## src/bpu_consts.svh

```systemverilog
`ifndef BPU_CONSTS_SVH
`define BPU_CONSTS_SVH

`default_nettype none

// datapath widths
`define BPU_XLEN 32
`define BPU_HIST_W 16 // global history length

// direction predictor tables
`define BPU_BIM_ENTRIES 512
`define BPU_TAGE_ENTRIES 256 // per tagged table
`define BPU_TAG_W 10
`define BPU_PTAG_W 6 // upper tag bits that are compared

// branch target buffer
`define BPU_BTB_ENTRIES 256
`define BPU_BTB_TAG_W 22

// return address stack
`define BPU_RAS_DEPTH 32

// rv32i control-flow opcodes
`define BPU_OP_BRANCH 7'b1100011
`define BPU_OP_JAL 7'b1101111
`define BPU_OP_JALR 7'b1100111

`default_nettype wire

`endif

```

## src/bpu_pkg.sv

```systemverilog
`include "bpu_consts.svh"
`default_nettype none

package bpu_pkg;

    // conditional branch layout
    typedef struct packed {
        logic       imm12;
        logic [5:0] imm10_5;
        logic [4:0] rs2;
        logic [4:0] rs1;
        logic [2:0] funct3;
        logic [3:0] imm4_1;
        logic       imm11;
        logic [6:0] opcode;
    } rv_btype_t;

    // jal layout
    typedef struct packed {
        logic       imm20;
        logic [9:0] imm10_1;
        logic       imm11;
        logic [7:0] imm19_12;
        logic [4:0] rd;
        logic [6:0] opcode;
    } rv_jtype_t;

    // jalr and other immediate ops
    typedef struct packed {
        logic [11:0] imm12;
        logic [4:0]  rs1;
        logic [2:0]  funct3;
        logic [4:0]  rd;
        logic [6:0]  opcode;
    } rv_itype_t;

    // one instruction word, three views
    typedef union packed {
        rv_btype_t b;
        rv_jtype_t j;
        rv_itype_t i;
    } rv_inst_u;

    typedef enum logic [1:0] {
        PROV_BIM = 2'd0,
        PROV_T0  = 2'd1, // short history table
        PROV_T1  = 2'd2  // long history table
    } provider_e;

    typedef struct packed {
        logic [`BPU_XLEN-1:0] pc;
        rv_inst_u             inst;
    } fetch_req_t;

    typedef struct packed {
        logic                   is_cf;
        logic                   taken;
        logic [`BPU_XLEN-1:0]   target;
        provider_e              provider;
        logic [`BPU_HIST_W-1:0] history; // history seen by the lookup
    } bpu_pred_t;

    // resolved control flow from execute
    typedef struct packed {
        logic                   valid;
        logic                   taken;
        logic                   correct;
        logic                   stall;
        logic [`BPU_XLEN-1:0]   pc;
        logic [`BPU_XLEN-1:0]   target;
        rv_inst_u               inst;
        logic [`BPU_HIST_W-1:0] history;
        provider_e              provider;
    } bpu_update_t;

    typedef struct packed {
        logic                 valid;
        logic [`BPU_XLEN-1:0] addr; // return address of the call
    } ras_push_t;

endpackage

`default_nettype wire

```

## src/ras.sv

```systemverilog
`timescale 1ns/10ps
`include "bpu_consts.svh"
`default_nettype none

module ras
    import bpu_pkg::*;
(
    input  wire                  clk,
    input  wire                  rst,
    input  wire ras_push_t       push_i,
    input  wire                  pop_i,
    output logic [`BPU_XLEN-1:0] top_o,
    output logic                 nonempty_o
);

    localparam int DEPTH = `BPU_RAS_DEPTH;
    localparam int AW    = $clog2(DEPTH);

    logic [`BPU_XLEN-1:0] stack_mem [DEPTH];

    // points at the next free slot, one extra bit to tell full from empty
    logic [AW:0] sp_q;
    logic [AW:0] sp_pop;
    logic [AW:0] sp_top;
    logic        do_pop;
    logic        do_push;

    assign do_pop = pop_i && (sp_q != '0); // empty pop is dropped

    // pop first, then the push lands on the freed slot
    assign sp_pop  = do_pop ? sp_q - 1'b1 : sp_q;
    assign do_push = push_i.valid && (sp_pop < DEPTH);

    always_ff @(posedge clk or posedge rst) begin
        if (rst) begin
            sp_q <= '0;
        end else if (do_push) begin
            sp_q <= sp_pop + 1'b1;
        end else begin
            sp_q <= sp_pop;
        end
    end

    always_ff @(posedge clk) begin
        if (do_push) begin
            stack_mem[sp_pop[AW-1:0]] <= push_i.addr;
        end
    end

    assign sp_top     = sp_q - 1'b1;
    assign top_o      = stack_mem[sp_top[AW-1:0]]; // only meaningful when nonempty
    assign nonempty_o = sp_q != '0;

endmodule

`default_nettype wire

```

## config.mk

```make
export PLATFORM = sky130hd
export DESIGN_NAME = ras
export DESIGN_NICKNAME = d
export VERILOG_FILES = /design/src/bpu_pkg.sv /design/src/ras.sv
export VERILOG_INCLUDE_DIRS = /design/src
export SDC_FILE = /design/constraint.sdc
export NUM_CORES = 1
export LEC_CHECK = 0
export BUFFER_PORTS_ARGS = -buffer_cell sky130_fd_sc_hd__buf_2
export CORE_MARGIN = 3
export CORE_UTILIZATION = 65
export CTS_BUF_LIST = sky130_fd_sc_hd__clkbuf_2 sky130_fd_sc_hd__clkbuf_4 sky130_fd_sc_hd__clkbuf_8
export DETAILED_ROUTE_END_ITERATION = 7
export PLACE_DENSITY = 0.81
export SLEW_MARGIN = 20
export SYNTH_ARGS = -nofsm -noshare
export SYNTH_HDL_FRONTEND = slang
export SYNTH_SLANG_ARGS = --single-unit
```

## constraint.sdc

```tcl
create_clock -name clk -period 6 [get_ports clk]
set_input_delay 0.9 -clock clk [delete_from_list [all_inputs] [get_ports clk]]
set_output_delay 0.9 -clock clk [all_outputs]
set_load 0.1 [all_outputs]
```

==> results of run 1 <==
[worst min-delay path: stages]
cell and delay (ns):
dlygate4sd3_1 0.53, buf_2 0.12, inv_1 0.23
[worst paths after layout]
kind / start / end / slack, ns / cells after the start
worst max-delay path: sp_q[0] / top_o[13] / 0.26 / 9
max in group asynchronous: rst / sp_q[0] / 5.16 / 3
worst max register to register: sp_q[0] / stack_mem[3][6] / 1.12 / 9
worst min register to register: sp_q[5] / sp_q[5] / 0.88 / 3
min in group clk: push_i[0] / stack_mem[3][0] / 0.59 / 1
worst min-delay path: rst / sp_q[0] / 0.59 / 3
[layer usage]
layer | track usage (%) | vias to the layer above | wire length (µm)
met4 | 12.2 | 0 | 3340
li1 | - | 7754 | -
met5 | 0 | - | 0
met2 | 46.5 | 1464 | 45000
met3 | 7.58 | 245 | 10600
met1 | 42.4 | 10200 | 33700
[cells by family after synthesis]
kind of cell	after synthesis
DFF	1030
muxes	358
adders and majority gates	5
AOI/OAI and AO/OA	78
xor gates and xnor gates	6
and+or+nand+nor	139
buffers and inverters	100
[state kept, by name, indices dropped and copies added (netlist names)]
signal     count
sp_q           6
stack_mem   1024
[through the flow]
stage / utilization [%] / cells
after CTS: 74.1 / 2801
after detailed placement: 69.2 / 2529
after global placement: 69.2 / 2528
after floorplan: - / 1716
final: 74.2 / 2805
after global routing: 74.2 / 2803
[layout make-up]
| type | count | area [µm²] | share of cell area (%) |
|---|---|---|---|
| inverters | 6 | 22.5 | 0.0509 |
| well taps | 773 | 967 | 2.18 |
| clock buffers | 209 | 2560 | 5.78 |
| flip-flops and latches | 1030 | 30900 | 69.8 |
| diodes | 3 | 7.51 | 0.0170 |
| clock inverters | 62 | 360 | 0.814 |
| repair buffers | 136 | 931 | 2.10 |
| multi-input cells | 586 | 8520 | 19.2 |
[timing repair]
action | 4_1_cts | 5_1_grt
hold buffers | 1 | 0
gates resized for setup | 0 | 0
hold endpoints to repair | 6 | 0
[placed cells by master, fill, tap and decap left out, types with 2 or more instances in the layout]
cell type,Yosys,layout
a21oi_1,2,2
a221oi_1,32,32
a31o_2,2,2
a32o_1,32,32
buf_12,0,3
buf_16,0,2
buf_2,42,68
buf_4,4,62
bufinv_16,0,2
clkbuf_4,0,51
clkbuf_8,0,158
clkinv_1,0,41
clkinv_2,0,8
clkinvlp_4,0,4
dfrtp_1,6,5
diode_2,0,3
edfxtp_1,1024,1024
ha_1,5,4
inv_1,6,6
inv_6,0,3
inv_8,0,3
mux2_2,2,2
mux2i_1,99,99
mux4_2,256,256
nand2_1,72,71
nand2_2,3,3
nand2b_1,4,4
nand3_1,5,5
nand4b_1,2,2
nor2_1,28,4
nor2_4,0,24
nor2b_1,3,3
nor3_1,13,5
nor3_2,0,8
o21ai_4,0,2
or3_1,3,3
or3_4,2,2
xnor2_1,4,4
xor2_1,2,2
==> flow_metrics.env, run 1 <==
export IMPL_die_area_um2=63900
export IMPL_syn_instance_count=1716
export IMPL_synth_compound_area_share_pct=1.76
export IMPL_avgSynthCellArea_um2=23.1
export IMPL_crit_family="buffers and inverters"
export IMPL_synthMuxAreaShare_pct=17.2
export IMPL_cap_violations=0
export IMPL_fin_nets=1955
export IMPL_post_drt_wl_per_cell_um=33.0
export IMPL_synth_top_family_by_area="multiplexers"
export IMPL_syn_nets=1757
export IMPL_cts_sinks=1030
export IMPL_critical_path_buf_inv_count=3
export IMPL_via_count=19700
export IMPL_ys_flop_type="edfxtp_1"
export IMPL_cts_buffer_depth=3
export IMPL_synth_adder_area_share_pct=0.158
export IMPL_place_area_um2=41300
export IMPL_drt_antenna_violating_nets=0
export IMPL_ys_seq_area_share_pct=78.0
export IMPL_cts_buffers_inserted=154
export IMPL_grt_usage_pct=30.1
export IMPL_drtIter0Drc=2758
export IMPL_fin_crit_ns=5.74
export IMPL_port_buffers=68
export IMPL_critPathLaunchType="register"
export IMPL_die_w_um=253
export IMPL_core_area_um2=59700
export IMPL_rsz0062_at_grt="false"
export IMPL_hp_class="in2async"
export IMPL_cts_root_buf="clkbuf_8"
export IMPL_slowest_delay_ns=0.75
export IMPL_synthTopCellsByArea="edfxtp_1 78%, mux4_2 15%, mux2i_1 2.5%"
export IMPL_gr_total_overflow=0
export IMPL_status="finished clean"
export IMPL_grt_first_pass_wirelength_mm=135
export IMPL_syn_area_um2=39600
export IMPL_cts_reportedPaths_clkPinSlew_ns=0.07
export IMPL_clk_latency_ns=0.80
export IMPL_criticalPathCategory="reg2out"
export IMPL_ctsHtreeMaxLevel=4
export IMPL_synth_top_area_share_pct=77.7
export IMPL_grt_max_degree=60
export IMPL_finalSetupViolCount=0
export IMPL_die_y_um=253
export IMPL_yosysMostFrequentCell="edfxtp_1"
export IMPL_drive_above_1_share_pct=33.1
export IMPL_synth_edff_count=1024
export IMPL_final_hold_viol_count=0
export IMPL_slew_headroom_pct=31.5
export IMPL_path_max_fanout=40
export IMPL_synth_simple_area_share_pct=1.60
export IMPL_drtPass1Iterations=5
export IMPL_dp_hpwl_mm=50.9
export IMPL_post_synth_top_area_cell="edfxtp_1"
export IMPL_rows=89
export IMPL_place_ws_ns=1.15
export IMPL_tightestPinTransition_ns=1.02
export IMPL_clock_skew_ns=0.0418
export IMPL_cts_tree="done"
export IMPL_setup_tns_ns=0
export IMPL_clock_fmax_mhz=174
export IMPL_synth_xor_area_share_pct=0.133
export IMPL_final_max_slew_violation_count=0
export IMPL_start_util_pct=66.3
export IMPL_crit_chain="inv_1 -> ha_4 -> nand2b_1 -> nand2_4 -> buf_4 -> mux2i_1 -> a32o_1 -> a221oi_1 -> buf_2"
export IMPL_gp_congestion=0.826
export IMPL_setup_ws_ns=0.261
export IMPL_io_pins=69
export IMPL_wl_mm=92.6
export IMPL_period_share_pct=95.7
export IMPL_n_fill_cell=3058
export IMPL_grt_antenna_before_repair=3
export IMPL_crit_arrival_ns=4.84
export IMPL_postCtsSetupRepairBufs=0
export IMPL_ys_top_cells_by_count="1024 x edfxtp_1, 256 x mux4_2, 99 x mux2i_1"
export IMPL_synth_seq_cells=1030
export IMPL_syn_to_final_growth_pct=11.8
export IMPL_async_flop_share_pct=0.583
export IMPL_fin_hold_ws_ns=0.587
export IMPL_critPathSlowestCell="dfrtp_4"
export IMPL_yosys_warnings=0
export IMPL_detail_route_vias_per_cell=7.01
export IMPL_grt_pass1_vias=20300
export IMPL_ys_types=42
export IMPL_cp_data_required_time_ns=5.10
export IMPL_final_area_um2=44300
export IMPL_cp_end_kind="output port"
export IMPL_drcViolationCount=0
Power of run 1 is left out: the tool's default activity adds up to more than one toggle a clock period on the data nets, which glitch-free logic cannot reach.
==> run 2, diff against run 1 <==
--- a/config.mk
+++ b/config.mk
@@ -11,7 +11,7 @@
 export CORE_UTILIZATION = 65
 export CTS_BUF_LIST = sky130_fd_sc_hd__clkbuf_2 sky130_fd_sc_hd__clkbuf_4 sky130_fd_sc_hd__clkbuf_8
 export DETAILED_ROUTE_END_ITERATION = 7
-export PLACE_DENSITY = 0.81
+export PLACE_DENSITY = 0.86
 export SLEW_MARGIN = 20
 export SYNTH_ARGS = -nofsm -noshare
 export SYNTH_HDL_FRONTEND = slang
==> run 2 against run 1 <==
Maximum frequency grew 2.3%. Clock skew is 0.0094 ns higher. Sequential cell count did not move. Non-clock buffer count decreased by 4. Die area unchanged. Largest cell class unchanged. Sequential share of layout area barely moved. Critical path depth decreased by 2. Clock-buffer cell count shrank 5. First-iteration DRC count increased by 35%.
==> flow_metrics.env, run 2 (synthesized netlist as in run 1, its figures left out) <==
export IMPL_cts_root_buf="clkbuf_8"
export IMPL_grt_max_degree=120
export IMPL_place_area_um2=41300
export IMPL_cts_reportedPaths_clkPinSlew_ns=0.07
export IMPL_cp_data_required_time_ns=5.10
export IMPL_powerDensity_nw_per_um2=576
export IMPL_ctsHtreeMaxLevel=4
export IMPL_cp_end_kind="output port"
export IMPL_clk_latency_ns=0.83
export IMPL_p_int_mw=14.9
export IMPL_hp_class="in2reg"
export IMPL_via_count=20700
export IMPL_drcViolationCount=0
export IMPL_crit_arrival_ns=4.71
export IMPL_reg2reg_depth=9
export IMPL_slew_headroom_pct=25.9
export IMPL_period_share_pct=93.5
export IMPL_gp_congestion=0.807
export IMPL_final_cell_mix="1024 x edfxtp_1, 256 x mux4_2, 155 x clkbuf_8"
export IMPL_dp_hpwl_mm=55.1
export IMPL_switchingPower_mw=10.6
export IMPL_timing_rr_start="sp_q[0]"
export IMPL_clock_fmax_mhz=178
export IMPL_clkPwrFrac_pct=21.7
export IMPL_final_area_um2=44300
export IMPL_cap_violations=0
export IMPL_hold_end="stack_mem[11][19]"
export IMPL_r2r_end="stack_mem[3][11]"
export IMPL_grt_pass1_vias=21400
export IMPL_grt_usage_pct=33.7
export IMPL_die_y_um=253
export IMPL_die_w_um=253
export IMPL_place_ws_ns=1.23
export IMPL_fin_total_pwr_mw=25.5
export IMPL_min_delay_start="push_i[19]"
export IMPL_wl_mm=104
export IMPL_hold_depth=1
export IMPL_leakage_nw=14.1
export IMPL_core_area_um2=59700
export IMPL_final_max_slew_violation_count=0
export IMPL_tightestPinTransition_ns=1.11
export IMPL_postCtsSetupRepairBufs=0
export IMPL_criticalPathCategory="reg2out"
export IMPL_fin_nets=1948
export IMPL_gr_total_overflow=0
export IMPL_cts_tree="done"
export IMPL_syn_to_final_growth_pct=11.8
export IMPL_detail_route_vias_per_cell=7.39
export IMPL_start_util_pct=66.3
export IMPL_cts_buffers_inserted=151
export IMPL_grt_first_pass_wirelength_mm=149
export IMPL_cts_buffer_depth=3
export IMPL_combPwrFrac_pct=44.8
export IMPL_switching_share_pct=41.7
export IMPL_n_fill_cell=2875
export IMPL_ff2ff_setup_slack_ns=1.30
export IMPL_final_common_cell="edfxtp_1"
export IMPL_drtIter0Drc=3720
export IMPL_setup_ws_ns=0.388
export IMPL_p_seq_share_pct=33.4
export IMPL_port_buffers=68
export IMPL_final_hold_viol_count=0
export IMPL_setup_tns_ns=0
export IMPL_status="finished clean"
export IMPL_rsz0062_at_grt="false"
export IMPL_peakVddDrop_mv=1.09
export IMPL_path_max_fanout=49
export IMPL_drive_above_1_share_pct=33.1
export IMPL_drt_antenna_violating_nets=0
export IMPL_post_drt_wl_per_cell_um=37.2
export IMPL_io_pins=69
export IMPL_fin_crit_ns=5.61
export IMPL_critPathLaunchType="register"
export IMPL_finalSetupViolCount=0
export IMPL_clock_skew_ns=0.0512
export IMPL_grt_antenna_before_repair=2
export IMPL_drtPass1Iterations=8
export IMPL_cts_sinks=1030
export IMPL_largest_register_ffs=1024
export IMPL_rows=89
export IMPL_die_area_um2=63900
## run 2: area by class of cell
| class | count | area (µm²) | share of cell area [%] |
|---|---|---|---|
| flip-flops and latches | 1030 | 30900 | 69.8 |
| multi-input cells | 586 | 8520 | 19.2 |
| clock buffers | 204 | 2500 | 5.65 |
| well taps | 773 | 967 | 2.18 |
| repair buffers | 132 | 951 | 2.15 |
| clock inverters | 61 | 398 | 0.899 |
| inverters | 6 | 22.5 | 0.0509 |
| diodes | 4 | 10.0 | 0.0226 |
## run 2: routing by layer
| metal | up-vias | part of all wire (%) | track usage [%] |
|---|---|---|---|
| met5 | - | 0 | 0 |
| met4 | 0 | 4.9 | 17.2 |
| met3 | 373 | 13 | 8.62 |
| met2 | 2124 | 50 | 53.5 |
| met1 | 10400 | 32 | 44.4 |
| li1 | 7729 | - | - |
## run 2: through the flow
step	std cells	utilization [%]	hold WS, ns
2_1_floorplan	1716	-	0.677
3_3_place_gp	2522	69.1	0.753
3_5_place_dp	2522	69.1	0.808
4_1_cts	2788	74.0	0.515
5_1_grt	2794	74.2	0.586
6_report	2796	74.2	0.575
## run 2: power groups by stage
stage	Combinational, mW	Clock [mW]	Sequential (mW)
finish	11.4	5.55	8.52
global route	11.8	5.86	8.54
CTS	11.3	5.57	8.52
detailed placement	11.1	0	8.65
global placement	10.8	0	8.61
floorplan	8.41	0	8.54
## run 2: worst max path at each step
stage / slack (ns) / cells past startpoint / endpoint / startpoint
final: 0.39 / 7 / top_o[25] / sp_q[0]
after global routing: 0.13 / 7 / top_o[23] / sp_q[0]
after CTS: 0.33 / 7 / top_o[23] / sp_q[0]
after detailed placement: 1.23 / 8 / top_o[2] / sp_q[0]
after global placement: 1.30 / 7 / top_o[20] / sp_q[0]
after floorplan: 0.34 / 11 / top_o[10] / sp_q[0]
## run 2: repair_timing
item                      in CTS  in global routing
hold endpoints to repair       6                  0
hold buffers                   1                  0
resized for setup              0                  0
## run 2: worst max-delay path, cell delays in order, from the launching register on
cell and delay, ns:
dfrtp_4 0.68, inv_1 0.19, ha_4 0.83, buf_12 0.35, mux4_2 0.30, mux2i_1 0.11, a221oi_1 0.85, buf_2 0.57
No activity file was read; power rests on OpenSTA's default activity.
